**src/cpu_pkg.sv**
```systemverilog
package cpu_pkg;

  localparam int word_w = 16;            // data and address width
  localparam int reg_count = 32;         // size of the register file
  localparam int ram_words = 700;        // memory depth in words
  localparam int ram_aw = $clog2(ram_words);  // index bits into the memory
  localparam int address_program = 52;   // first word of program and data area

  typedef logic [word_w-1:0] word_t;     // one memory or register word
  typedef logic [4:0] reg_idx_t;         // register number
  typedef logic [2:0] cnt_t;             // count-minus-one and element index

  // high byte of the first instruction word
  typedef enum logic [7:0] {
    op_ram2reg   = 8'h09,  // memory block -> registers
    op_reg2ram   = 8'h0e,  // registers -> memory block
    op_num2reg   = 8'h12,  // constant -> registers
    op_reg_plus  = 8'h14,  // reg += value
    op_reg_minus = 8'h15,  // reg -= value
    op_reg_mul   = 8'h16,  // reg *= value, low half kept
    op_exit      = 8'h18   // stop the program
  } opcode_e;

  // codes are the same numbers the host already knows
  typedef enum logic [3:0] {
    err_none          = 4'd0,
    err_wrong_address = 4'd1,  // operand block outside program area
    err_wrong_reg_num = 4'd3,  // base+count past last register
    err_wrong_opcode  = 4'd4   // nothing we decode
  } error_e;

  typedef enum logic [1:0] {
    st_idle,   // waiting for start, host owns memory
    st_fetch,  // reading the word pair at pc
    st_exec    // one element per cycle
  } seq_state_e;

endpackage

```
**src/instr_if.sv**
```systemverilog
interface instr_if;

  logic                 valid;     // one element in flight this cycle
  logic [7:0]           opcode;    // raw high byte, may be undecodable
  cpu_pkg::reg_idx_t    reg_base;  // first register of the group
  cpu_pkg::cnt_t        count;     // elements minus one
  cpu_pkg::word_t       operand;   // value or start address
  cpu_pkg::cnt_t        elem;      // index of the current element

  // sequencer owns every field
  modport seq (
    output valid, opcode, reg_base, count, operand, elem
  );

  // range check only needs the static part of the instruction
  modport check (
    input opcode, reg_base, count, operand
  );

  modport exec (
    input opcode, reg_base, operand, elem
  );

  modport retire (
    input valid, opcode
  );

endinterface

```
**src/retire_unit.sv**
```systemverilog
module retire_unit (
  input  logic             clk,
  input  logic             rst,
  instr_if.retire          ibus,
  input  cpu_pkg::error_e  err,
  input  logic             is_exit,
  input  logic             start,
  output logic             reg_we,
  output logic             mem_we,
  output logic             halt,
  output cpu_pkg::error_e  error_code
);

  logic writes_reg;  // opcode class with a register result
  logic commit;      // element may write

  always_comb begin
    case (ibus.opcode)
      cpu_pkg::op_num2reg,
      cpu_pkg::op_reg_plus,
      cpu_pkg::op_reg_minus,
      cpu_pkg::op_reg_mul,
      cpu_pkg::op_ram2reg: writes_reg = 1'b1;
      default:             writes_reg = 1'b0;
    endcase
  end

  // a faulting or exiting element writes nothing
  assign commit = ibus.valid && err == cpu_pkg::err_none && !is_exit;

  assign reg_we = commit && writes_reg;
  assign mem_we = commit && ibus.opcode == cpu_pkg::op_reg2ram;
  assign halt   = ibus.valid && (err != cpu_pkg::err_none || is_exit);

  // the code stays until the host starts again
  always_ff @(posedge clk) begin
    if (rst) begin
      error_code <= cpu_pkg::err_none;
    end else if (halt) begin
      error_code <= err;  // err_none on a clean exit
    end else if (start) begin
      error_code <= cpu_pkg::err_none;
    end
  end

endmodule

```
**src/flat_wrapper.sv**
```systemverilog
// flat-port wrapper written by rule: the top's interface ports become plain ports
module retire_unit_flat 
  (clk, rst, err, is_exit, start, reg_we, mem_we, halt, error_code, ibus_valid, ibus_opcode);
  instr_if ibus_i ();
  input  logic clk;
  input  logic rst;
  input  cpu_pkg::error_e err;
  input  logic is_exit;
  input  logic start;
  output logic reg_we;
  output logic mem_we;
  output logic halt;
  output cpu_pkg::error_e error_code;
  input wire logic [$bits(ibus_i.valid)-1:0] ibus_valid;
  input wire logic [$bits(ibus_i.opcode)-1:0] ibus_opcode;
  assign ibus_i.valid = ibus_valid;
  assign ibus_i.opcode = ibus_opcode;
  retire_unit u_core (.clk(clk), .rst(rst), .ibus(ibus_i), .err(err), .is_exit(is_exit), .start(start), .reg_we(reg_we), .mem_we(mem_we), .halt(halt), .error_code(error_code));
endmodule
```
**config.mk**
```make
export PLATFORM = sky130hd
export DESIGN_NAME = retire_unit_flat
export DESIGN_NICKNAME = d
export VERILOG_FILES = /design/src/cpu_pkg.sv /design/src/instr_if.sv /design/src/retire_unit.sv /design/src/flat_wrapper.sv
export SDC_FILE = /design/constraint.sdc
export NUM_CORES = 1
export LEC_CHECK = 0
export BUFFER_PORTS_ARGS = -buffer_cell sky130_fd_sc_hd__buf_4
export CAP_MARGIN = 25
export CORE_AREA = 2 2 39 41
export DETAILED_ROUTE_END_ITERATION = 8
export DIE_AREA = 0 0 41 43
export GPL_TIMING_DRIVEN = 0
export PLACE_DENSITY = 0.55
export SYNTH_ARGS = -nofsm -noshare
export SYNTH_HDL_FRONTEND = slang
export SYNTH_SLANG_ARGS = --single-unit
```
**constraint.sdc**
```tcl
create_clock -name clk -period 2.7 [get_ports clk]
set_input_delay 0.405 -clock clk [delete_from_list [all_inputs] [get_ports clk]]
set_output_delay 0.405 -clock clk [all_outputs]
set_load 0.02 [all_outputs]
```
=== After elaboration in Yosys (flattened, before gate mapping) ===
Cells that the tools add are included.

* Add/sub/neg operators: 0
* Multipliers: 0
* Div/mod/pow operators: 0
* Order comparisons: 0
* Equality and inequality tests: 6
* Shifts and indexed selects: 0
* Multiplexer cells: 3
* Bitwise gates (word level): 0
* Reduce and logical (&&, ||, !) cells: 11

{| class="wikitable"
|+ Operator list
! kind !! number
|-
| == test 8 x 5 -> 1 bit, second input constant || 4
|-
| == test 8 x 4 -> 1 bit, second input constant || 2
|-
| two-way mux 4 bit || 2
|-
| logical AND 1 bit || 5
|-
| OR reduction 5 bit || 1
|-
| zero test 4 bit || 1
|-
| nonzero test 4 bit || 1
|-
| nonzero test 2 bit || 1
|-
| zero test 1 bit || 1
|-
| logical OR 1 bit || 1
|-
| two-way mux 1 bit || 1
|}

* Flip-flop bits (word level): 4
* Bits in latches: 0
* RAM bits: 0
* Bits in read-only memories: 0
* Input bits: 17
* Output and inout bits: 7
* Word-level logic and storage cells: 21
* Memories: 0

=== Longest topological paths before layout ===
* Depth in word-level cells: 4
* Depth in mapped cells: 4
* Mapped depth without buffers: 3

=== Worst setup path after synthesis ===
OpenSTA, ideal clock, no wires.

* Path kind: in2out
* Start: input port ibus_opcode[5]
* End: output port reg_we
* Arrival: 1.258 ns
* Data required time: 2.295 ns
* Setup slack: 1.037 ns
* Stages: 3
* Buffers on the path: 0
* Path through: nor3_1 > o2111ai_1 > a221oi_2

* Word-level cells in the longest chain between the ends: 4
* Elaborated cells on any way between the ends: 8
* Those cells by class: eq/ne (5); mux (1); reduce/logical (2)

{| class="wikitable"
|+ RTL lines
! item !! line !! text
|-
| start: declaration || flat_wrapper.sv:15 || <nowiki>input wire logic [$bits(ibus_i.opcode)-1:0] ibus_opcode;</nowiki>
|-
| == test 8 x 5 -> 1 bit or == test 8 x 4 -> 1 bit (tied branches) || retire_unit.sv:18 || <nowiki>case (ibus.opcode)</nowiki>
|-
| OR reduction 5 bit (*) || retire_unit.sv:18 ||
|-
| two-way mux 1 bit (*) || retire_unit.sv:18 ||
|-
| logical AND 1 bit (*) || retire_unit.sv:31 || <nowiki>assign reg_we = commit && writes_reg;</nowiki>
|-
| end: declaration || flat_wrapper.sv:10 || <nowiki>output logic reg_we;</nowiki>
|}

Mark *: on every way between the ends. The rest lies on a longest branch, timed or not.

=== Worst setup path after layout ===
Same ends and word-level chain as after synthesis.

==> flow_metrics.py <==
metrics = {
    "layout": {
        "final_common_cell": "buf_4",
        "final_cell_mix": "buf_4, a21oi_1, dfxtp_1",
        "top_regs": "u_core.error_code (4)",
        "final_util_pct": 36.17,
        "syn_to_final_growth_pct": 70.94,
        "top_register": "u_core.error_code",
        "drive_gt1_share_pct": 55.17,
        "instances_no_fill": 74,
        "num_antenna_cells": 0,
        "largest_register_ffs": 4,
        "fin_nets": 77,
    },
    "cts": {
        "cts-resized-gates": 0,
        "cts_buffers": 3,
        "clk-insertion-delay-late_ns": 0.23,
        "h-tree-depth": 1,
        "post_cts_buffers": 0,
        "cts.sinks": 4,
        "cts.clk_slew.worst_paths_ns": 0.03,
        "root_buffer": "clkbuf_4",
        "holdBufCountCts": 0,
        "clock_path_buffers": 2,
        "tritoncts": "yes",
    },
    "power": {
        "power.leakage_nw": 0.2044,
        "p_sw_share_pct": 25.22,
        "p_switching_w": 0.00004658,
        "finalPower_w": 0.0001847,
        "ir_drop_v": 0.0001984,
        "power.density_nw_per_um2": 368.9,
        "intPower_w": 0.0001381,
        "comb_power_share_pct": 26.4,
        "clock_power_share_pct": 38.9,
        "power.share.sequential_pct": 34.7,
    },
    "flow_run": {
        "drv_cap": 0,
    },
    "timing": {
        "tns_ns": 0,
        "fin_worst_skew_ns": 0,
        "setup_viol": 0,
        "layout_min_cycle_time_ns": 1.836,
        "fmax_ghz": 0.5448,
        "drv_slew": 0,
        "rsz0062_at_grt": "no",
        "maxSlewHeadroom_pct": 78.10,
        "post-route-period-util_pct": 67.99,
        "final-hold-violation-count": 0,
        "worstMarginPinSlew_ns": 0.3260,
    },
    "critical_path": {
        "endpoint_kind": "output pin",
        "crit_buf_inv": 2,
        "critPathMaxStageDelay_ns": 0.31,
        "path_class": "in2out",
        "crit_top_cell": "buf_4",
        "critPathTopFamily": "compound AO/OA/AOI/OAI gates",
        "path_max_fanout": 3,
        "crit_chain": "buf_4 > nor3_1 > o2111ai_1 > a221oi_2 > buf_4",
        "arrival_ns": 1.43,
        "critical_path_required_ns": 2.30,
        "critPathLaunchType": "input pin",
        "slowest_stage": "nor3_1",
    },
    "drt": {
        "avgViaCountPerCell": 4.635,
        "detail_route.first_pass.iterations": 2,
        "drc_errors": 0,
        "drtIter0Drc": 3,
        "vias": 343,
        "routed_wl_microns": 842,
        "antenna_left": 0,
        "wire_per_inst_microns": 11.38,
    },
    "synthesis": {
        "synth_cell_types": 18,
        "ys_seq_area_share_pct": 27.35,
        "netlist_instances": 33,
        "yosysWarnings": 0,
        "ys_ff_latch": 4,
        "avgSynthCellArea_sq_um": 8.872,
        "synth_area_sq_um": 292.8,
        "synth_fp_nets": 50,
    },
    "place": {
        "portBuffers": 22,
        "gp_congestion": 0.6533,
        "dp.final_hpwl_microns": 702.2,
        "dp_cells": 71,
    },
    "floorplan": {
        "die_area_sq_um": 1763,
        "core_area_sq_um": 1384,
        "num_rows": 14,
        "die_w_microns": 41,
        "pin_count": 24,
        "initial_core_util_pct": 21.16,
        "die_h_microns": 43,
    },
    "global_routing": {
        "antenna_found_initial": 0,
        "grt_use_total_pct": 11.53,
        "grt_pass1_wl_microns": 1345,
        "grt_max_degree": 9,
        "overflow": 0,
        "grt_pass1_vias": 362,
    },
    "worst_hold_path": {
        "hold_path.class": "in2reg",
    },
    "run_status": {
        "status": "complete, no violations",
    },
}
[per-stage QoR]
| step | hold slack (ns) | worst slack (ns) | instance area, sq um |
|---|---|---|---|
| detailed placement | 0.5064 | 0.8384 | 478.0 |
| global placement | 0.5045 | 0.8695 | 478.0 |
| finish | 0.3800 | 0.8644 | 500.5 |
| CTS | 0.3729 | 0.8400 | 500.5 |
| floorplan | 0.4741 | 1.037 | 292.8 |
| global route | 0.3808 | 0.7386 | 500.5 |
[kinds of logic after synthesis]
logic type / after synthesis / synth area share (%)
AOI/OAI and AO/OA: 9 / 21.79
DFF: 4 / 27.35
and+or+nand+nor: 17 / 46.58
buffers and inverters: 3 / 4.273
[area by class of cell]
cell class / count / area [sq um]
fill: 146 / 883.3
multi-input combinational: 26 / 200.2
timing repair buffer: 22 / 165.2
sequential: 4 / 80.08
clock buffer: 3 / 22.52
tap: 16 / 20.02
inverter: 2 / 7.507
buffer: 1 / 5.005
[power groups by stage]
stage	logic (W)	clock network (W)	registers (W)
2_1_floorplan	0.0000146	0	0.0000684
3_3_place_gp	0.0000487	0	0.0000650
3_5_place_dp	0.0000492	0	0.0000649
4_1_cts	0.0000494	0.0000764	0.0000641
5_1_grt	0.0000526	0.0000787	0.0000645
6_report	0.0000487	0.0000718	0.0000642
[worst paths after layout]
path | startpoint | end | slack, ns | cells past startpoint
worst max-delay path | ibus_opcode[5] | reg_we | 0.86 | 5
worst min-delay path | rst | u_core.error_code[3] | 0.38 | 2
worst max register to register | u_core.error_code[1] | u_core.error_code[1] | 1.74 | 2
worst min register to register | u_core.error_code[3] | u_core.error_code[3] | 0.52 | 2
[metal layers]
| metal | share of wire [%] | up-vias | track usage [%] |
|---|---|---|---|
| li1 | - | 177 | - |
| met1 | 41 | 147 | 12.82 |
| met2 | 48 | 19 | 17.81 |
| met3 | 12 | 0 | 1.571 |
| met4 | 0 | 0 | 10.00 |
| met5 | 0 | - | 0 |
[cells in the mapped netlist]
cell / number / area (sq um)
nor3_2: 1 / 10.01
dfxtp_1: 4 / 80.08
nor4_4: 1 / 21.27
o2111ai_1: 1 / 8.760
inv_1: 2 / 7.510
a21oi_1: 4 / 20.02
nand3b_1: 1 / 7.510
clkbuf_2: 1 / 5.000
o22ai_1: 2 / 12.51
nand3_2: 1 / 10.01
a21boi_1: 1 / 7.510
a221oi_2: 1 / 15.01
nor2b_1: 2 / 12.51
nor3b_1: 2 / 15.01
nand2_1: 3 / 11.26
or3b_2: 2 / 17.52
nor3_1: 1 / 5.000
nand4b_1: 3 / 26.28
Power figures use the tool's default switching activity.
