--- config.mk ---
export PLATFORM = sky130hd
export DESIGN_NAME = seq_ctrl_flat
export DESIGN_NICKNAME = d
export VERILOG_FILES = /design/src/cpu_pkg.sv /design/src/instr_if.sv /design/src/seq_ctrl.sv /design/src/flat_wrapper.sv
export SDC_FILE = /design/constraint.sdc
export NUM_CORES = 1
export LEC_CHECK = 0
export BUFFER_PORTS_ARGS = -buffer_cell sky130_fd_sc_hd__buf_2
export CAP_MARGIN = 30
export CORE_AREA = 10 10 106 108
export DETAILED_ROUTE_END_ITERATION = 8
export DIE_AREA = 0 0 116 118
export PLACE_DENSITY = 0.46
export SLEW_MARGIN = 5
export SYNTH_ARGS = -nofsm -noshare
export SYNTH_HDL_FRONTEND = slang
export SYNTH_SLANG_ARGS = --single-unit
export TNS_END_PERCENT = 50
--- constraint.sdc ---
create_clock -name clk -period 1.85 [get_ports clk]
set_input_delay 0.185 -clock clk [delete_from_list [all_inputs] [get_ports clk]]
set_output_delay 0.185 -clock clk [all_outputs]
set_load 0.05 [all_outputs]
--- src/cpu_pkg.sv ---
package cpu_pkg;

  localparam int word_w = 16;            // data and address width
  localparam int reg_count = 32;         // size of the register file
  localparam int ram_words = 700;        // memory depth in words
  localparam int ram_aw = $clog2(ram_words);  // index bits into the memory
  localparam int address_program = 52;   // first word of program and data area

  typedef logic [word_w-1:0] word_t;     // one memory or register word
  typedef logic [4:0] reg_idx_t;         // register number
  typedef logic [2:0] cnt_t;             // count-minus-one and element index

  // high byte of the first instruction word
  typedef enum logic [7:0] {
    op_ram2reg   = 8'h09,  // memory block -> registers
    op_reg2ram   = 8'h0e,  // registers -> memory block
    op_num2reg   = 8'h12,  // constant -> registers
    op_reg_plus  = 8'h14,  // reg += value
    op_reg_minus = 8'h15,  // reg -= value
    op_reg_mul   = 8'h16,  // reg *= value, low half kept
    op_exit      = 8'h18   // stop the program
  } opcode_e;

  // codes are the same numbers the host already knows
  typedef enum logic [3:0] {
    err_none          = 4'd0,
    err_wrong_address = 4'd1,  // operand block outside program area
    err_wrong_reg_num = 4'd3,  // base+count past last register
    err_wrong_opcode  = 4'd4   // nothing we decode
  } error_e;

  typedef enum logic [1:0] {
    st_idle,   // waiting for start, host owns memory
    st_fetch,  // reading the word pair at pc
    st_exec    // one element per cycle
  } seq_state_e;

endpackage

--- src/instr_if.sv ---
interface instr_if;

  logic                 valid;     // one element in flight this cycle
  logic [7:0]           opcode;    // raw high byte, may be undecodable
  cpu_pkg::reg_idx_t    reg_base;  // first register of the group
  cpu_pkg::cnt_t        count;     // elements minus one
  cpu_pkg::word_t       operand;   // value or start address
  cpu_pkg::cnt_t        elem;      // index of the current element

  // sequencer owns every field
  modport seq (
    output valid, opcode, reg_base, count, operand, elem
  );

  // range check only needs the static part of the instruction
  modport check (
    input opcode, reg_base, count, operand
  );

  modport exec (
    input opcode, reg_base, operand, elem
  );

  modport retire (
    input valid, opcode
  );

endinterface

--- src/seq_ctrl.sv ---
module seq_ctrl (
  input  logic           clk,
  input  logic           rst,
  input  logic           start,      // pulse, honoured only when idle
  input  cpu_pkg::word_t rd_data_a,  // first word of the pair
  input  cpu_pkg::word_t rd_data_b,  // value or address word
  input  logic           halt,       // exit or error seen this element
  output cpu_pkg::word_t rd_addr_a,
  output cpu_pkg::word_t rd_addr_b,
  output logic           busy,
  output logic           halted,
  instr_if.seq           ibus
);

  cpu_pkg::seq_state_e state;
  cpu_pkg::word_t      pc;          // address of the current word pair
  cpu_pkg::cnt_t       elem_q;      // element being issued
  cpu_pkg::word_t      instr_word;  // opcode, count, base
  cpu_pkg::word_t      operand_q;
  logic                last_elem;

  assign busy = state != cpu_pkg::st_idle;

  // fetch reads pc and pc+1 in one cycle
  assign rd_addr_a = pc;
  assign rd_addr_b = pc + 16'd1;

  // split the first word into its fields
  assign ibus.valid    = state == cpu_pkg::st_exec;
  assign ibus.opcode   = instr_word[15:8];
  assign ibus.count    = instr_word[7:5];
  assign ibus.reg_base = instr_word[4:0];
  assign ibus.operand  = operand_q;
  assign ibus.elem     = elem_q;

  assign last_elem = elem_q == instr_word[7:5];

  always_ff @(posedge clk) begin
    if (rst) begin
      state  <= cpu_pkg::st_idle;
      pc     <= cpu_pkg::word_t'(cpu_pkg::address_program);
      elem_q <= '0;
      halted <= 1'b0;
    end else begin
      case (state)
        cpu_pkg::st_idle: begin
          if (start) begin
            state  <= cpu_pkg::st_fetch;
            pc     <= cpu_pkg::word_t'(cpu_pkg::address_program);  // always from the top
            halted <= 1'b0;                                         // previous result dropped
          end
        end
        cpu_pkg::st_fetch: begin
          state  <= cpu_pkg::st_exec;  // element 0 issues next cycle
          elem_q <= '0;
        end
        cpu_pkg::st_exec: begin
          if (halt) begin
            state  <= cpu_pkg::st_idle;  // busy falls on this edge
            halted <= 1'b1;
          end else if (last_elem) begin
            state <= cpu_pkg::st_fetch;
            pc    <= pc + 16'd2;          // next word pair
          end else begin
            elem_q <= elem_q + 3'd1;
          end
        end
        default: begin
          state <= cpu_pkg::st_idle;
        end
      endcase
    end
  end

  // word pair is held for the whole instruction
  always_ff @(posedge clk) begin
    if (state == cpu_pkg::st_fetch) begin
      instr_word <= rd_data_a;
      operand_q  <= rd_data_b;
    end
  end

endmodule

--- src/flat_wrapper.sv ---
// flat-port wrapper written by rule: the top's interface ports become plain ports
module seq_ctrl_flat 
  (clk, rst, start, rd_data_a, rd_data_b, halt, rd_addr_a, rd_addr_b, busy, halted, ibus_valid, ibus_opcode, ibus_reg_base, ibus_count, ibus_operand, ibus_elem);
  instr_if ibus_i ();
  input  logic clk;
  input  logic rst;
  input  logic start;
  input  cpu_pkg::word_t rd_data_a;
  input  cpu_pkg::word_t rd_data_b;
  input  logic halt;
  output cpu_pkg::word_t rd_addr_a;
  output cpu_pkg::word_t rd_addr_b;
  output logic busy;
  output logic halted;
  output wire logic [$bits(ibus_i.valid)-1:0] ibus_valid;
  output wire logic [$bits(ibus_i.opcode)-1:0] ibus_opcode;
  output wire logic [$bits(ibus_i.reg_base)-1:0] ibus_reg_base;
  output wire logic [$bits(ibus_i.count)-1:0] ibus_count;
  output wire logic [$bits(ibus_i.operand)-1:0] ibus_operand;
  output wire logic [$bits(ibus_i.elem)-1:0] ibus_elem;
  assign ibus_valid = ibus_i.valid;
  assign ibus_opcode = ibus_i.opcode;
  assign ibus_reg_base = ibus_i.reg_base;
  assign ibus_count = ibus_i.count;
  assign ibus_operand = ibus_i.operand;
  assign ibus_elem = ibus_i.elem;
  seq_ctrl u_core (.clk(clk), .rst(rst), .start(start), .rd_data_a(rd_data_a), .rd_data_b(rd_data_b), .halt(halt), .rd_addr_a(rd_addr_a), .rd_addr_b(rd_addr_b), .busy(busy), .halted(halted), .ibus(ibus_i));
endmodule
---- Word-level counts from Yosys, hierarchy flattened ----
Index checks and enable logic that the tools add are counted.
word-level totals
  word-level logic and storage cells ...... 40
  memory bits (writable) .................. 0
  memories ................................ 0
  register bits after elaboration ......... 54
  bits of input ports ..................... 36
  latch bits .............................. 0
  output and inout bits ................... 70
  ROM bits ................................ 0
operators by class
  muxes and demuxes ....................... 14
  div/mod/pow operators ................... 0
  $mul .................................... 0
  equality and inequality tests ........... 9
  bitwise logic cells ..................... 0
  shifts and indexed selects .............. 0
  add/subtract/negate cells ............... 3
  magnitude comparators ................... 0
  reduce and logical (&&, ||, !) cells .... 8
operators with widths
  cell                     count
  $mux W16                 3
  $pmux W16 S2             1
  $add A16 B1 Y16 const B  1
  $add A16 B2 Y16 const B  1
  $ne A2 B2 Y1 const B     4
  $mux W2                  3
  $mux W3                  2
  $pmux W2 S3              1
  $pmux W3 S2              1
  $reduce_and A3 Y1        2
  $reduce_bool A2 Y1       3
  $reduce_and A4 Y1        1
  $add A3 B1 Y3 const B    1
  $eq A3 B3 Y1             1
  $ne A3 B2 Y1 const B     1
  $eq A2 B1 Y1 const B     1
  $eq A2 B2 Y1 const B     1
  $logic_not A2 Y1         1
  $mux W1                  2
  $ne A2 B1 Y1 const B     1
  $pmux W1 S2              1
  $reduce_and A2 Y1        1

---- Logic depth before layout (Yosys ltp) ----
  depth in word-level cells ............... 4
  mapped depth ............................ 6
  gate-level depth less buffers ........... 5

---- Worst setup path before layout ----
Ideal clock, no wire load.
  kind .................................... reg2reg
  start point ............................. register u_core.elem_q[0], in the netlist u_core.ibus.elem[0]
  end point ............................... register u_core.pc[13], in the netlist u_core.rd_addr_a[13]
  arrival ................................. 2090 ps
  clock period less this slack ............ 2210 ps
  slack ................................... -360 ps
  path buffers ............................ 0
  cell stages (with the launch flop) ...... 5
  data required time ...................... 1729 ps
  setup time .............................. 121 ps
  cell sequence ........................... dfxtp_1 > xor2_1 > or4b_4 > nor4_1 > mux2_2
between the ends
  word-level cells in the longest chain between the ends .. 3
ends and longest elaborated chain
  element                             line            RTL
  start, declared                     seq_ctrl.sv:17  cpu_pkg::cnt_t elem_q;
  start signal, assigned              seq_ctrl.sv:65  elem_q <= elem_q + 3'd1;
  $eq A3 B3 Y1                        seq_ctrl.sv:36  assign last_elem = elem_q == instr_word[7:5];
  $ne A2 B1 Y1 (no source line)       -
  $reduce_and A4 Y1 (no source line)  -
  end signal, assigned                seq_ctrl.sv:41  pc <= cpu_pkg::word_t'(cpu_pkg::address_program);
  end signal, assigned                seq_ctrl.sv:49  pc <= cpu_pkg::word_t'(cpu_pkg::address_program);
  end signal, assigned                seq_ctrl.sv:63  pc <= pc + 16'd2;
  end, declared                       seq_ctrl.sv:16  cpu_pkg::word_t pc;
Every way passes these cells.
A chain may end at the register's enable or synchronous reset.

---- Worst setup path after layout ----
  start point ............................. register u_core.instr_word[5]
  end point ............................... register u_core.pc[13], in the netlist u_core.rd_addr_a[13]
between the ends
  word-level cells in the longest chain between the ends .. 3
ends and longest elaborated chain
  element                             line            RTL
  start, declared                     seq_ctrl.sv:18  cpu_pkg::word_t instr_word;
  start signal, assigned              seq_ctrl.sv:78  instr_word <= rd_data_a;
  $eq A3 B3 Y1                        seq_ctrl.sv:36
  $ne A2 B1 Y1 (no source line)       -
  $reduce_and A4 Y1 (no source line)  -
Every way passes these cells.

==> out/metrics.yaml <==
worst_setup_path:
  arrival_ns: 2.05
  cp.depth: 4
  cp-endpoint: "u_core.rd_addr_a[13]$_SDFFE_PP0P_"
  path_class: "reg2reg"
  crit_family: "simple AND/OR/NAND/NOR gates"
  cp_data_required_time_ns: 2.05
  rr_endpoint: "u_core.rd_addr_a[13]$_SDFFE_PP0P_"
  cp_cell_sequence: "xor2_2 -> or4b_4 -> nor4_2 -> mux2_2"
  start_kind: "register"
  slowest_delay_ns: 0.57
  crit_fanout: 5
  rrSetupSlack_ns: 0.008
  critPathSlowestCell: "or4b_4"
  crit-reg2reg-launch: "u_core.instr_word[5]$_DFFE_PN_"
  endpoint_kind: "register"
  rr_worst_depth: 4
  critPathBufInv: 0
  crit_start: "u_core.instr_word[5]$_DFFE_PN_"
detailed_routing:
  wire_per_inst_um: 15.7
  drtAntennaViolNets: 0
  drt-pass1-iter-count: 6
  vias: 1722
  drcViolationCount: 0
  vias_per_cell: 4.25
  initialDrtViolationCount: 89
  totalWireLength_um: 6340
layout:
  drive_gt1_frac: 0.524
  final_cell_mix: "103 x buf_2, 32 x edfxtp_1, 22 x buf_4"
  nNetsFinal: 331
  layout.cells.most_common: "buf_2"
  finalNonFillerCells: 405
  diodes: 0
  area_growth_pct: 43.1
logic_synthesis:
  syn_area_um2: 2170
  ys_warn_count: 0
  yosys_most_used_dff: "edfxtp_1"
  synth_edf_count: 32
  muxShareOfSynthArea: 0.0237
  synth_simple_gate_area_frac: 0.166
  netlist-cell-type-count: 50
  synth_top_family_by_area: "simple AND/OR/NAND/NOR gates"
  synth_adder_area_share: 0.0116
  postSynthAreaPerCell_um2: 12.0
  synth_nets: 218
  synth_compound_area_frac: 0.0867
  syn_inst: 180
  synth_xor_area_frac: 0.0162
  synth_seq_area_share: 0.638
  synthArstFlopShare: 0
  ys_ff_latch: 53
sta:
  post-route-period-util: 0.996
  max_freq_mhz: 543
  maxSlewViolCount: 0
  setup_viol: 0
  setup_tns_ns: 0
  clock_skew_ns: 0.00584
  period_needed_ns: 1.84
  rsz0062_at_grt: "yes"
  setup_ws_ns: 0.00767
  final_hold_viol_count: 0
clock_network:
  insertion_delay_ns: 0.30
  htreeDepth: 2
  clkTransAtPathRegs_ns: 0.10
  cts_sinks: 53
  cts_setup_buffers: 0
  ctsLongestPathBuffers: 2
  clockRootBuffer: "clkbuf_8"
  cts_tree: "done"
  cts_hold_buf: 0
  cts-buffers-inserted: 5
pwr:
  seqPwrFrac: 0.535
  irDropWorstVdd_mv: 0.292
  p_sw_uw: 641
  p_comb_frac: 0.138
  clockPowerShare: 0.326
  total_leakage_power_uw: 0.00136
  internal_power_uw: 1800
  power.total_uw: 2440
  power.density_nw_per_um2: 789
  switching_share: 0.262
global_route:
  grt_start_max_net_pins: 34
  overflow: 0
  antenna_found_initial: 0
  grt_pass1_wl_um: 9610
  grt_use_total: 0.0892
  grt_pass1_vias: 1727
worst_hold_path:
  min_from: "rd_data_b[9]"
  min_path_type: "in2reg"
floorplan:
  dieHeight_um: 118
  placement_rows: 35
  core_um2: 9110
  ios: 106
  initial_utilization: 0.238
  die_w_um: 116
  die-area_um2: 13700
place:
  portBuffers: 103
  dp_hpwl_um: 4980
  pre_cts_slack_ns: 0.00625
  gp_congestion: 0.750
  placed_cells: 397
status:
  status: "finished clean"
run:
  max-cap-violations: 0
==> cell usage after synthesis, types with 2 or more instances <==
| master | instances | area share |
|---|---|---|
| xor2_1 | 3 | 0.012 |
| o41ai_1 | 2 | 0.0081 |
| conb_1 | 2 | 0.0035 |
| buf_4 | 3 | 0.010 |
| nor3b_1 | 2 | 0.0069 |
| nor2_1 | 7 | 0.012 |
| nor3_1 | 3 | 0.0069 |
| edfxtp_1 | 32 | 0.44 |
| nor4_1 | 2 | 0.0058 |
| nand2_1 | 10 | 0.017 |
| a31oi_1 | 2 | 0.0058 |
| ha_1 | 2 | 0.012 |
| nand2b_1 | 2 | 0.0058 |
| mux2i_1 | 4 | 0.018 |
| inv_1 | 7 | 0.012 |
| or4b_4 | 2 | 0.013 |
| a21oi_1 | 5 | 0.012 |
| or2_2 | 4 | 0.012 |
| clkbuf_1 | 17 | 0.029 |
| o21ai_0 | 5 | 0.012 |
| and3_1 | 3 | 0.0087 |
| dfxtp_1 | 21 | 0.19 |
| nor4_2 | 2 | 0.012 |
| nand3_1 | 10 | 0.023 |
| or3_1 | 3 | 0.0087 |
==> cell families after synthesis <==
kind of cell | after synthesis
multiplexers | 5
AO/OA/AOI/OAI | 27
XOR/XNOR | 4
buffers and inverters | 28
AND/OR/NAND/NOR | 59
other | 2
flip-flops | 53
adder cells (fa/ha/maj) | 2
==> how the worst min path moves through the flow <==
stage,end,cells after the start
finish,u_core.ibus.operand[9]$_DFFE_PN_,1
global placement,u_core.ibus.operand[14]$_DFFE_PN_,1
CTS,u_core.instr_word[7]$_DFFE_PN_,1
global route,u_core.instr_word[11]$_DFFE_PN_,1
floorplan,u_core.ibus.operand[0]$_DFFE_PN_,0
detailed placement,u_core.ibus.operand[12]$_DFFE_PN_,1
==> power groups by stage <==
stage	logic [uW]	registers (uW)	clock network, uW
2_1_floorplan	91.5	1460	0
3_3_place_gp	341	1340	0
3_5_place_dp	340	1340	0
4_1_cts	341	1310	832
5_1_grt	359	1310	884
6_report	337	1310	798
==> sequential cells by signal (all words and copies together) (netlist names) <==
name / cells
u_core.halted: 1
u_core.ibus.elem: 3
u_core.ibus.operand: 16
u_core.instr_word: 16
u_core.rd_addr_a: 15
u_core.state: 2
==> area by class of cell <==
class | instances | area (um^2)
Sequential cell | 53 | 1390
Clock inverter | 2 | 38.8
Tap cell | 111 | 139
Multi-Input combinational cell | 99 | 726
Timing Repair Buffer | 127 | 712
Fill cell | 953 | 6010
Inverter | 7 | 26.3
Clock buffer | 6 | 72.6
==> per-stage QoR <==
step                      utilization  cell area (um^2)  hold WS, ns
after floorplan                     -              2210        0.284
after global placement          0.325              2960        0.362
after detailed placement        0.325              2960        0.363
after CTS                       0.338              3070       0.0336
after global routing            0.340              3100       0.0228
final                           0.340              3100       0.0454
==> worst register-to-register path: cells and delay by family (launching register included) <==
family	cells	cell delay [ns]
and+or+nand+nor	2	0.74
DFF	1	0.44
muxes	1	0.36
xor gates and xnor gates	1	0.20
==> metal layers <==
metal	GRT usage	wire length, um
met2	0.153	3330
met1	0.103	2560
met5	0	0
met3	0.0199	384
met4	0.0376	65
==> timing repair <==
action	4_1_cts	5_1_grt
setup endpoints to repair	3	6
pin swaps	0	0
resized for setup	1	4
hold endpoints to repair	0	0
gates cloned	0	0
No activity file was read; power rests on OpenSTA's default activity.
