==> src/cpu_pkg.sv <==
package cpu_pkg;

  localparam int word_w = 16;            // data and address width
  localparam int reg_count = 32;         // size of the register file
  localparam int ram_words = 700;        // memory depth in words
  localparam int ram_aw = $clog2(ram_words);  // index bits into the memory
  localparam int address_program = 52;   // first word of program and data area

  typedef logic [word_w-1:0] word_t;     // one memory or register word
  typedef logic [4:0] reg_idx_t;         // register number
  typedef logic [2:0] cnt_t;             // count-minus-one and element index

  // high byte of the first instruction word
  typedef enum logic [7:0] {
    op_ram2reg   = 8'h09,  // memory block -> registers
    op_reg2ram   = 8'h0e,  // registers -> memory block
    op_num2reg   = 8'h12,  // constant -> registers
    op_reg_plus  = 8'h14,  // reg += value
    op_reg_minus = 8'h15,  // reg -= value
    op_reg_mul   = 8'h16,  // reg *= value, low half kept
    op_exit      = 8'h18   // stop the program
  } opcode_e;

  // codes are the same numbers the host already knows
  typedef enum logic [3:0] {
    err_none          = 4'd0,
    err_wrong_address = 4'd1,  // operand block outside program area
    err_wrong_reg_num = 4'd3,  // base+count past last register
    err_wrong_opcode  = 4'd4   // nothing we decode
  } error_e;

  typedef enum logic [1:0] {
    st_idle,   // waiting for start, host owns memory
    st_fetch,  // reading the word pair at pc
    st_exec    // one element per cycle
  } seq_state_e;

endpackage

==> src/instr_if.sv <==
interface instr_if;

  logic                 valid;     // one element in flight this cycle
  logic [7:0]           opcode;    // raw high byte, may be undecodable
  cpu_pkg::reg_idx_t    reg_base;  // first register of the group
  cpu_pkg::cnt_t        count;     // elements minus one
  cpu_pkg::word_t       operand;   // value or start address
  cpu_pkg::cnt_t        elem;      // index of the current element

  // sequencer owns every field
  modport seq (
    output valid, opcode, reg_base, count, operand, elem
  );

  // range check only needs the static part of the instruction
  modport check (
    input opcode, reg_base, count, operand
  );

  modport exec (
    input opcode, reg_base, operand, elem
  );

  modport retire (
    input valid, opcode
  );

endinterface

==> src/instr_check.sv <==
module instr_check (
  instr_if.check           ibus,
  output cpu_pkg::error_e  err,
  output logic             is_exit
);

  logic [5:0]  last_reg;   // base+count, one bit wider so 32+ is visible
  logic [16:0] last_addr;  // operand+count without wrap
  logic        reg_bad;
  logic        addr_bad;

  assign last_reg  = {1'b0, ibus.reg_base} + 6'(ibus.count);
  assign last_addr = {1'b0, ibus.operand} + 17'(ibus.count);

  assign reg_bad  = last_reg >= 6'(cpu_pkg::reg_count);
  assign addr_bad = ibus.operand < cpu_pkg::word_t'(cpu_pkg::address_program) ||
                    last_addr > 17'(cpu_pkg::ram_words - 1);  // last word beyond 699

  always_comb begin
    err     = cpu_pkg::err_none;
    is_exit = 1'b0;
    case (ibus.opcode)
      cpu_pkg::op_num2reg,
      cpu_pkg::op_reg_plus,
      cpu_pkg::op_reg_minus,
      cpu_pkg::op_reg_mul: begin
        if (reg_bad) err = cpu_pkg::err_wrong_reg_num;
      end
      cpu_pkg::op_ram2reg,
      cpu_pkg::op_reg2ram: begin
        // register range wins over the address range
        if (reg_bad) begin
          err = cpu_pkg::err_wrong_reg_num;
        end else if (addr_bad) begin
          err = cpu_pkg::err_wrong_address;
        end
      end
      cpu_pkg::op_exit: begin
        is_exit = 1'b1;  // no operand checks on exit
      end
      default: begin
        err = cpu_pkg::err_wrong_opcode;
      end
    endcase
  end

endmodule

==> src/flat_wrapper.sv <==
// flat-port wrapper written by rule: the top's interface ports become plain ports
module instr_check_flat 
  (err, is_exit, ibus_opcode, ibus_reg_base, ibus_count, ibus_operand);
  instr_if ibus_i ();
  output cpu_pkg::error_e err;
  output logic is_exit;
  input wire logic [$bits(ibus_i.opcode)-1:0] ibus_opcode;
  input wire logic [$bits(ibus_i.reg_base)-1:0] ibus_reg_base;
  input wire logic [$bits(ibus_i.count)-1:0] ibus_count;
  input wire logic [$bits(ibus_i.operand)-1:0] ibus_operand;
  assign ibus_i.opcode = ibus_opcode;
  assign ibus_i.reg_base = ibus_reg_base;
  assign ibus_i.count = ibus_count;
  assign ibus_i.operand = ibus_operand;
  instr_check u_core (.ibus(ibus_i), .err(err), .is_exit(is_exit));
endmodule
==> config.mk <==
export PLATFORM = sky130hd
export DESIGN_NAME = instr_check_flat
export DESIGN_NICKNAME = d
export VERILOG_FILES = /design/src/cpu_pkg.sv /design/src/instr_if.sv /design/src/instr_check.sv /design/src/flat_wrapper.sv
export SDC_FILE = /design/constraint.sdc
export NUM_CORES = 1
export LEC_CHECK = 0
export BUFFER_PORTS_ARGS = -buffer_cell sky130_fd_sc_hd__clkbuf_2
export CAP_MARGIN = 20
export CELL_PAD_IN_SITES_DETAIL_PLACEMENT = 2
export CELL_PAD_IN_SITES_GLOBAL_PLACEMENT = 2
export CORE_AREA = 4 4 56 58
export DETAILED_ROUTE_END_ITERATION = 10
export DIE_AREA = 0 0 60 62
export PLACE_DENSITY_LB_ADDON = 0.1
export SYNTH_ARGS = -nofsm -noshare
export SYNTH_HDL_FRONTEND = slang
export SYNTH_SLANG_ARGS = --single-unit
==> constraint.sdc <==
create_clock -name vclk -period 3.6
set_clock_uncertainty 0.1 [all_clocks]
set_input_delay 0.36 -clock vclk [all_inputs]
set_output_delay 0.36 -clock vclk [all_outputs]
set_load 0.05 [all_outputs]
Word level (Yosys, flattened, before mapping)
Index checks and enable logic that the tools add are counted.
- logic and storage cells: 20
- flip-flop bits (word level): 0
- $lt $le $gt $ge: 3
- reduce and logical (&&, ||, !) cells: 3
- equal/unequal tests: 7
- add/sub/neg operators: 2
- multiplexer cells: 5
- operator list (kind ; number):
    $eq A8 B5 Y1 const B ; 5
    $add A16 B3 Y17 ; 1
    $gt A17 B10 Y1 const B ; 1
    $eq A8 B4 Y1 const B ; 2
    $lt A16 B6 Y1 const B ; 1
    $pmux W4 S3 ; 1
    $add A5 B3 Y6 ; 1
    $ge A6 B6 Y1 const B ; 1
    $mux W4 ; 1
    $reduce_or A4 Y1 ; 1
    $mux W1 ; 2
    $mux W2 ; 1
    $reduce_or A2 Y1 ; 1
    $logic_or A1 B1 Y1 ; 1

Longest topological paths before layout
Gate-level depths: netlist of run 1.
- depth in word-level cells: 6
- gate-level depth with buffers: 8
- mapped depth without buffers: 8

Worst setup path before layout of run 1
Ideal clock, no wire load.
- kind: input port to output port
- start: in ibus_opcode[5]
- end: out err[0]
- arrival time: 3.075 ns
- path buffers: 0
- stages on the path: 5
- data required time: 3.140 ns
- setup slack: 0.065 ns
- cell sequence: nor3_1 nand3_1 a211oi_1 a21oi_1 a41oi_1
- word-level cells in the longest chain between the ends: 3
- elaborated cells between the ends (all ways): 10
- those cells by class: 7 x eq/ne; 1 x mux; 2 x reduce/logical
- ends and longest elaborated chain (item ; line ; source):
    from (decl) ; flat_wrapper.sv:7 ; input wire logic [$bits(ibus_i.opcode)-1:0] ibus_opcode;
    $eq A8 B5 Y1 or $eq A8 B4 Y1 (tied branches) ; instr_check.sv:22 ; case (ibus.opcode)
    $reduce_or A4 Y1 or $reduce_or A2 Y1 (tied branches) ; instr_check.sv:22 ;
    $pmux W4 S3 (*) ; instr_check.sv:22 ;
    to (decl) ; flat_wrapper.sv:5 ; output cpu_pkg::error_e err;
Every way passes the cells marked *; elsewhere a longest branch is shown, timed or not.

Final worst setup path of run 1
- start: in ibus_count[0]
- end: out err[0]
- word-level cells in the longest chain between the ends: 6
- elaborated cells between the ends (all ways): 9
- those cells by class: 2 x add/sub; 2 x order compare; 4 x mux; 1 x reduce/logical
- ends and longest elaborated chain (item ; line ; source):
    from (decl) ; flat_wrapper.sv:9 ; input wire logic [$bits(ibus_i.count)-1:0] ibus_count;
    $add A16 B3 Y17 ; instr_check.sv:13 ; assign last_addr = {1'b0, ibus.operand} + 17'(ibus.count);
    $gt A17 B10 Y1 ; instr_check.sv:17 ; last_addr > 17'(cpu_pkg::ram_words - 1);
    $logic_or A1 B1 Y1 ; instr_check.sv:16 ; assign addr_bad = ibus.operand < cpu_pkg::word_t'(cpu_pkg::address_program) ||
    $mux W1 ; instr_check.sv:34 ; end else if (addr_bad) begin
    $mux W4 ; instr_check.sv:32 ; if (reg_bad) begin
    $pmux W4 S3 (*) ; instr_check.sv:22 ;
Marks and branches as above.

==> results list, run 1 <==
* Total vias in the final route: ~820
* Core outline area: 2663 sq um
- From bottom edge to top edge, the die measures between 60 and 70 um.
* Kind of start point of the critical path: input pin
- For this run, the detailed router's first-pass iteration total came to 4.
- HP Class: in2out
* Post-synthesis net count: 129
- For this block, the routed nets add up to 2300 um of wire.
* Area growth syn-to-layout: 32.15%
- Clock tree buffer count of the final layout: 0
- CP most frequent cell: sky130_fd_sc_hd__clkbuf_2
* Share of the yosys chip area belonging to registers: 0
- Synthesis warning total: 0
- The flow ran to the end, and the final reports show no timing, DRC or antenna violations.
- Synthesis produced a netlist whose cell count is 90.
- Sorting the synthesized cells by area gives the leading types as sky130_fd_sc_hd__ha_1 12%, sky130_fd_sc_hd__a21oi_1 5.5%, sky130_fd_sc_hd__nand3_1 5.5%.
- Net count of the finished layout: between 150 and 200
- CP max-delay cell: sky130_fd_sc_hd__fa_1
- Reported max-cap violation count: 0
- In this run the static leakage power is about 0.38 nW.
* Non-filler instance count after layout: roughly 160
- Number of max-slew violations in the final report: 0
* Ratio of cells with drive above 1 in the final layout: 0.3387
- The sequential cells in the finished layout cover a total of 0 sq um.
- In this run the count of I/O pins placed on the die edge is 37.
- Proportion of netlist area held by the largest area contributor: 0.1183
* Violation count after the first detailed-routing iteration: 12
- Multi-input logic area: around 590 sq um
- Summed over all instances, the cell type with the most area after synthesis is sky130_fd_sc_hd__ha_1.
- Buffers inserted to repair hold after CTS numbered 0.
* End point of the worst hold path: is_exit
- Setup violators final: 0
- At the worst endpoint, the required time is approximately 3.1 ns.
- Chip width: 60 um
- Endpoint kind of the worst setup timing path: output pin
- PostCTS Resize Cnt: 0
- The first global-routing pass estimated approximately 3900 um of wire.
* Final-layout setup total negative slack: 0 ns
- Arrival time worst endpoint: about 2.5 ns
- Fillers: between 300 and 400
* Global placer's final weighted congestion: 0.7983
* Period utilisation layout: 0.8221
- The startpoint identified for the worst hold timing path is ibus_opcode[0].
* Time the worst path needs with I/O delays and setup: about 3.0 ns
- After floorplanning, the core was divided into 19 placement rows.
- Counting distinct cell types in the post-synthesis netlist gives 41.
- Summed over all nets, the half-perimeter wirelength after detailed placement is about 2000 um.
- In this run the worst setup path begins at ibus_count[0].
* Fin. Hold Viols: 0
* Worst Path Class, Setup: in2out
- For this run, the top clock speed supported by timing is roughly 340 MHz.
- Maximum vdd ir drop: about 32 uV
- Post-detailed-route wirelength per cell: around 15 um
- Total standard cell area after synthesis: between 600 and 700 sq um
- Gr usage total: 0.1294
- Sum of overflow across all layers after global routing: 0
- Sequential cell count: 0
* Longest individual stage delay on the worst path: 0.41 ns
- Using the TritonRoute via totals, the vias-per-cell ratio works out to about 5.3.
- Utilization after layout: 0.3149
- The detail route stage leaves a number of antenna-violating nets equal to 0.
- The initial antenna violation count is 0.
- Synthesized area divided by synthesized cell count: between 7 and 8 sq um
- DRC viols: 0
- Port buffer count: 36
* Total power: between 0.08 and 0.09 mW
* Via count of the first global-routing pass: about 860
- Pwr/cell area: 98.00 nW/um^2
* Unrepaired setup endpoints after global routing: no
* Chain of cells forming the critical path: clkbuf_2 -> ha_1 -> inv_1 -> fa_1 -> nand2b_1 -> a2111oi_0 -> o31a_2 -> o32ai_1 -> a41oi_1 -> clkbuf_2
- Once placement completed, the tool counted placed cells totaling ~160.
- Along the worst path, the maximum fanout reaches 4.
- The die covers approximately 3700 sq um.
- Entering global routing, the biggest net connects 10 pins.
- Buffers added to address setup during post-CTS repair amount to 0.
* Diode count: 0
* Hold depth: 3
- The initial utilization of the core area, before any placement, comes to 0.2383.
## where the power goes
group	total, mW	internal (mW)	switching (mW)
Clock	0	0	0
Sequential	0	0	0
Combinational	0.0822	0.0349	0.0472
## worst max-delay path, delay by kind of cell
family	cells	cell delay, ns
buffers and inverters	3	0.46
adder cells (fa/ha/maj)	2	0.59
AND/OR/NAND/NOR	1	0.21
AO/OA/AOI/OAI	4	0.88
## per-layer routing
metal  share of wire  vias to the layer above  global-route usage  routed length [um]
li1                -                      418                   -                   -
met1            0.48                      382              0.1850                1110
met2            0.47                       24              0.2299                1089
met3           0.044                        0            0.004132                 101
met4               0                        0                   0                   0
met5               0                        -                   0                   0
## cells in the mapped netlist
cell / count
sky130_fd_sc_hd__buf_4: 2
sky130_fd_sc_hd__nor3_1: 3
sky130_fd_sc_hd__and4b_1: 1
sky130_fd_sc_hd__a41oi_1: 2
sky130_fd_sc_hd__inv_1: 7
sky130_fd_sc_hd__or4_1: 1
sky130_fd_sc_hd__a31oi_1: 2
sky130_fd_sc_hd__and4_1: 1
sky130_fd_sc_hd__or4b_1: 1
sky130_fd_sc_hd__nor4bb_1: 1
sky130_fd_sc_hd__nand2b_1: 2
sky130_fd_sc_hd__nand3_1: 7
sky130_fd_sc_hd__o41ai_1: 1
sky130_fd_sc_hd__o211ai_1: 3
sky130_fd_sc_hd__a21o_1: 3
sky130_fd_sc_hd__nor2_1: 2
sky130_fd_sc_hd__ha_1: 6
sky130_fd_sc_hd__nand2_1: 6
sky130_fd_sc_hd__o21a_1: 1
sky130_fd_sc_hd__and2_1: 1
sky130_fd_sc_hd__nand3_2: 1
sky130_fd_sc_hd__a211oi_1: 2
sky130_fd_sc_hd__nand3b_1: 1
sky130_fd_sc_hd__and2b_2: 1
sky130_fd_sc_hd__xor2_1: 2
sky130_fd_sc_hd__a2111oi_0: 2
sky130_fd_sc_hd__o32ai_1: 1
sky130_fd_sc_hd__o21ai_0: 5
sky130_fd_sc_hd__nor4_2: 1
sky130_fd_sc_hd__nor3b_1: 1
sky130_fd_sc_hd__nand4bb_1: 1
sky130_fd_sc_hd__and3b_1: 1
sky130_fd_sc_hd__nor2b_1: 1
sky130_fd_sc_hd__a21oi_1: 7
sky130_fd_sc_hd__fa_1: 1
sky130_fd_sc_hd__conb_1: 1
sky130_fd_sc_hd__or2b_1: 1
sky130_fd_sc_hd__nor4_1: 2
sky130_fd_sc_hd__or2b_2: 1
sky130_fd_sc_hd__o31a_2: 2
sky130_fd_sc_hd__xnor2_1: 2
## cells in the final DEF (no fill, tap or decap), types with 2 or more instances in the layout
cell type / Yosys / final
sky130_fd_sc_hd__a2111oi_0: 2 / 2
sky130_fd_sc_hd__a211oi_1: 2 / 2
sky130_fd_sc_hd__a21o_1: 3 / 3
sky130_fd_sc_hd__a21oi_1: 7 / 7
sky130_fd_sc_hd__a31oi_1: 2 / 2
sky130_fd_sc_hd__a41oi_1: 2 / 2
sky130_fd_sc_hd__clkbuf_2: 0 / 36
sky130_fd_sc_hd__ha_1: 6 / 6
sky130_fd_sc_hd__inv_1: 7 / 7
sky130_fd_sc_hd__nand2_1: 6 / 6
sky130_fd_sc_hd__nand2b_1: 2 / 2
sky130_fd_sc_hd__nand3_1: 7 / 7
sky130_fd_sc_hd__nor2_1: 2 / 2
sky130_fd_sc_hd__nor3_1: 3 / 3
sky130_fd_sc_hd__nor4_1: 2 / 2
sky130_fd_sc_hd__o211ai_1: 3 / 3
sky130_fd_sc_hd__o21ai_0: 5 / 5
sky130_fd_sc_hd__o31a_2: 2 / 2
sky130_fd_sc_hd__xnor2_1: 2 / 2
sky130_fd_sc_hd__xor2_1: 2 / 2
## worst max path at each step
stage               endpoint  slack, ns  cells past startpoint
finish                err[0]       0.64                     10
CTS                   err[0]       0.59                     10
detailed placement    err[0]       0.60                     10
floorplan             err[0]       0.06                      5
global placement      err[0]       0.64                     10
global route          err[0]       0.38                     10
## logic make-up after synthesis
kind of cell | share of synthesized area
adder cells (fa/ha/maj) | 0.1499
AND/OR/NAND/NOR | 0.3886
XOR/XNOR | 0.05524
AO/OA/AOI/OAI | 0.3353
other | 0.005911
buffers and inverters | 0.06509
## metrics by stage
stage	hold slack [ns]	setup slack, ns	instance area (sq um)
floorplan	0.7975	0.06486	634.4
global placement	1.034	0.6424	838.3
detailed placement	1.041	0.6015	838.3
CTS	1.042	0.5947	838.3
global route	1.069	0.3778	838.3
finish	1.040	0.6405	838.3
## cell type report
type	instances	share of cell area
inverter	7	0.03134
multi-input combinational	81	0.7075
tap	31	0.04627
timing repair buffer	36	0.2149
No activity file was read; power rests on OpenSTA's default activity.
==> run 2: changes to the inputs <==
--- a/config.mk
+++ b/config.mk
@@ -5,13 +5,14 @@
 export SDC_FILE = /design/constraint.sdc
 export NUM_CORES = 1
 export LEC_CHECK = 0
+export ABC_AREA = 1
 export BUFFER_PORTS_ARGS = -buffer_cell sky130_fd_sc_hd__clkbuf_2
 export CAP_MARGIN = 20
 export CELL_PAD_IN_SITES_DETAIL_PLACEMENT = 2
 export CELL_PAD_IN_SITES_GLOBAL_PLACEMENT = 2
-export CORE_AREA = 4 4 56 58
+export CORE_AREA = 4 4 64 66
 export DETAILED_ROUTE_END_ITERATION = 10
-export DIE_AREA = 0 0 60 62
+export DIE_AREA = 0 0 68 70
 export PLACE_DENSITY_LB_ADDON = 0.1
 export SYNTH_ARGS = -nofsm -noshare
 export SYNTH_HDL_FRONTEND = slang
==> constraint.sdc (replaced) <==
create_clock -name vclk -period 2.8
set_clock_uncertainty 0.1 [all_clocks]
set_input_delay 0.28 -clock vclk [all_inputs]
set_output_delay 0.28 -clock vclk [all_outputs]
set_load 0.05 [all_outputs]
==> run 2 against run 1 <==
  * Wire length up 16%
  * Critical endpoint unchanged
  * Synthesized cell count up 59%
  * Critical path depth up 7
  * Die area up 28%
  * Final area up 16%
  * Sequential share of layout area unchanged
  * Via count up 21%
==> results list, run 2 <==
- Status: finished clean
- The cell-internal power is 0.04568 mW (+31%).
* Post-route ant nets: 0 (unchanged)
* Total standard cell area after synthesis: 720.7 sq um (+14%)
- Sum of overflow across all layers after global routing: 0 (unchanged)
- Number of different library cells in the post-synthesis netlist: 21 (-49%)
- The power per cell area came to 122.1 nW/um^2 (+25%).
- The number of global-route vias before repair came to 1088 (+26%).
- The relative contribution of combinational cells to total power is 1.000 (about the same).
- The share of post-route cells with drive strength above 1 was 0.2793 (-0.05938).
- Synthesized area divided by synthesized cell count: 5.040 sq um (-28%)
- Synth top area cells: sky130_fd_sc_hd__nand2_1 23%, sky130_fd_sc_hd__inv_1 15%, sky130_fd_sc_hd__nand3_1 12%
- Final-layout setup total negative slack: 0 ns (unchanged)
- The initial antenna violation count is 0 (unchanged).
* Diode count: 0 (unchanged)
* Fin. Hold Viols: 0 (unchanged)
* Die Y-Extent: 70 um (+13%)
* Total vias in the final route: 999 (+21%)
- Commonest cells after routing, fill and taps aside: 44 x sky130_fd_sc_hd__nand2_1, 35 x sky130_fd_sc_hd__clkbuf_2, 29 x sky130_fd_sc_hd__inv_1
* Period utilisation layout: 0.9110
- Register cell area after layout: 0 sq um (unchanged)
- sky130_fd_sc_hd__nand2_1 is the most common cell in the netlist.
* Port buffer count: 36 (unchanged)
- Final instance area: 970.9 sq um (+16%)
* Unrepaired setup endpoints after global routing: no
- The number of placement rows was 22 (+3).
* Arrival time worst endpoint: 2.17 ns (-0.33 ns)
- Core outline area: 3578 sq um (+34%)
- Gr usage total: 0.1193 (-0.01013)
- The max-slew violation count was 0 (unchanged).
* Worst path required time: 2.42 ns (-0.72 ns)
- The average wire length per cell after detail routing came to 11.78 um (-21%).
- DRC viols: 0 (unchanged)
- Net count of the finished layout: 220 (+33%)
- Worst Path Class, Setup: in2out
* Global placer's final weighted congestion: 0.7165 (-10%)
- The warning count from the yosys run came to 0 (unchanged).
- Cell type contributing the most total cell area after synthesis: sky130_fd_sc_hd__nand2_1
* Clock share of power: 0 (unchanged)
* Post-synthesis net count: 182 (+41%)
- The count of mapped cells out of synthesis came to 143 (+59%).
- The die outline width was 68 um (+13%).
* Total cell area at the placement stage: 953.4 sq um (+14%)
* Net Sw Frac: 0.6146 (+0.03996)
- Share of the yosys chip area belonging to registers: 0 (unchanged)
- The static leakage was 0.5914 nW (+55%).
- The top-area cell type share of the netlist area is 0.2292 (+0.1108).
- The first-pass detailed-route iteration total came to 3 (-1).
- The first-pass GRT wire length is 4712 um (+22%).
- Sequential share of power: 0 (unchanged)
* Time the worst path needs with I/O delays and setup: ~2.6 ns
* I/O pin count: 37 (unchanged)
- Commonest cells in the synthesized netlist: 44 x sky130_fd_sc_hd__nand2_1, 29 x sky130_fd_sc_hd__inv_1, 17 x sky130_fd_sc_hd__nand3_1
* Setup violators final: 0 (unchanged)
* Maximum operating frequency: 392.1 MHz
* # hold bufs at CTS: 0 (unchanged)
- Commonest non-fill, non-tap cell in the layout: sky130_fd_sc_hd__nand2_1
* Reported max-cap violation count: 0 (unchanged)
- Violation count after the first detailed-routing iteration: 19 (+7)
- The net switching power of the design was 0.07286 mW (+54%).
* Endpoint kind of the worst setup timing path: output pin
* Largest net degree at the start of global routing: 7 (-3)
- HP Class: in2out
- The final HPWL from detailed placement was 2527 um (+27%).
- The clock buffer count was 0 (unchanged).
- Critical path fanouts, max: 6 (+2)
- The starting utilization of the core area was 0.2014 (-0.03685).
- Sequential cell count: 0 (unchanged)
* Kind of start point of the critical path: input pin
- Sum of routed wire length over all layers: 2675 um (+16%)
* Maximum vdd ir drop: 41.28 uV (+28%)
- Post-DR vias/cell: 4.401 (-17%)
- Area of the die: 4760 sq um (+28%)
- Relative to the synthesized area, the layout overhead comes to 34.72%.
## run 2: cell count changes after synthesis, moves of 3 or more
cell                       before  now
sky130_fd_sc_hd__nand3_1        7   17
sky130_fd_sc_hd__inv_1          7   29
sky130_fd_sc_hd__a21oi_1        7    3
sky130_fd_sc_hd__nand2_2        0    3
sky130_fd_sc_hd__a21o_1         3    0
sky130_fd_sc_hd__o211ai_1       3    0
sky130_fd_sc_hd__nand2_1        6   44
sky130_fd_sc_hd__nor2_1         2   13
## run 2: critical path: stages
cell and delay (ns):
sky130_fd_sc_hd__clkbuf_2 0.10, sky130_fd_sc_hd__ha_2 0.19, sky130_fd_sc_hd__inv_1 0.06, sky130_fd_sc_hd__fa_2 0.35, sky130_fd_sc_hd__inv_1 0.06, sky130_fd_sc_hd__nand3_1 0.10, sky130_fd_sc_hd__nand2_2 0.15, sky130_fd_sc_hd__nand3_2 0.10
sky130_fd_sc_hd__inv_2 0.08, sky130_fd_sc_hd__nor2_1 0.04, sky130_fd_sc_hd__nor2_1 0.12, sky130_fd_sc_hd__nand3_1 0.10, sky130_fd_sc_hd__nor2_2 0.09, sky130_fd_sc_hd__nand2_1 0.06, sky130_fd_sc_hd__nand2_1 0.05, sky130_fd_sc_hd__nand2_1 0.05
sky130_fd_sc_hd__buf_4 0.18
## run 2: final cells by class
cell class | instances | area (sq um)
repair buffers | 37 | 190.2
well taps | 48 | 60.06
inverters | 31 | 116.4
multi-input cells | 111 | 604.3
fillers | 487 | 2608
## run 2: stage by stage
step / utilization / hold slack (ns) / std cells / worst slack (ns) / total power [mW]
floorplan: - / 0.6466 / 143 / 0.06098 / 0.06882
global placement: 0.2664 / 0.8497 / 226 / 0.1897 / 0.1134
finish: 0.2713 / 0.8546 / 227 / 0.2493 / 0.1185
CTS: 0.2664 / 0.8572 / 226 / 0.09474 / 0.1192
global route: 0.2713 / 0.8755 / 227 / 0.01819 / 0.1373
detailed placement: 0.2664 / 0.8551 / 226 / 0.09970 / 0.1186
## run 2: final timing paths
check | to | cells past startpoint | slack, ns | start
setup / recovery | err[0] | 17 | 0.25 | ibus_count[0]
hold / removal | is_exit | 3 | 0.85 | ibus_opcode[0]
## run 2: power by group through the flow
stage / registers, mW / logic (mW) / clock network (mW)
finish: 0 / 0.119 / 0
global placement: 0 / 0.113 / 0
CTS: 0 / 0.119 / 0
floorplan: 0 / 0.0688 / 0
detailed placement: 0 / 0.119 / 0
global route: 0 / 0.137 / 0
## run 2: cell families (layout without fill, tap and decap cells)
| family | after synthesis | in the layout | share of synthesized area |
|---|---|---|---|
| other cells | 1 | 1 | 0.005203 |
| simple gates | 92 | 92 | 0.5937 |
| compound gates | 8 | 8 | 0.06076 |
| fa+ha+maj | 7 | 7 | 0.1319 |
| buf+inv | 32 | 68 | 0.1719 |
| xor+xnor | 3 | 3 | 0.03646 |
## run 2: timing repair
action	CTS	global route
setup endpoints to repair	0	1
setup buffers	0	1
resized for setup	0	6
## run 2: metal layers
layer	part of all wire	vias up	track usage
met4	0	0	0
met3	0.029	0	0.004823
li1	-	516	-
met2	0.54	16	0.2302
met5	0	-	0
met1	0.43	467	0.1490
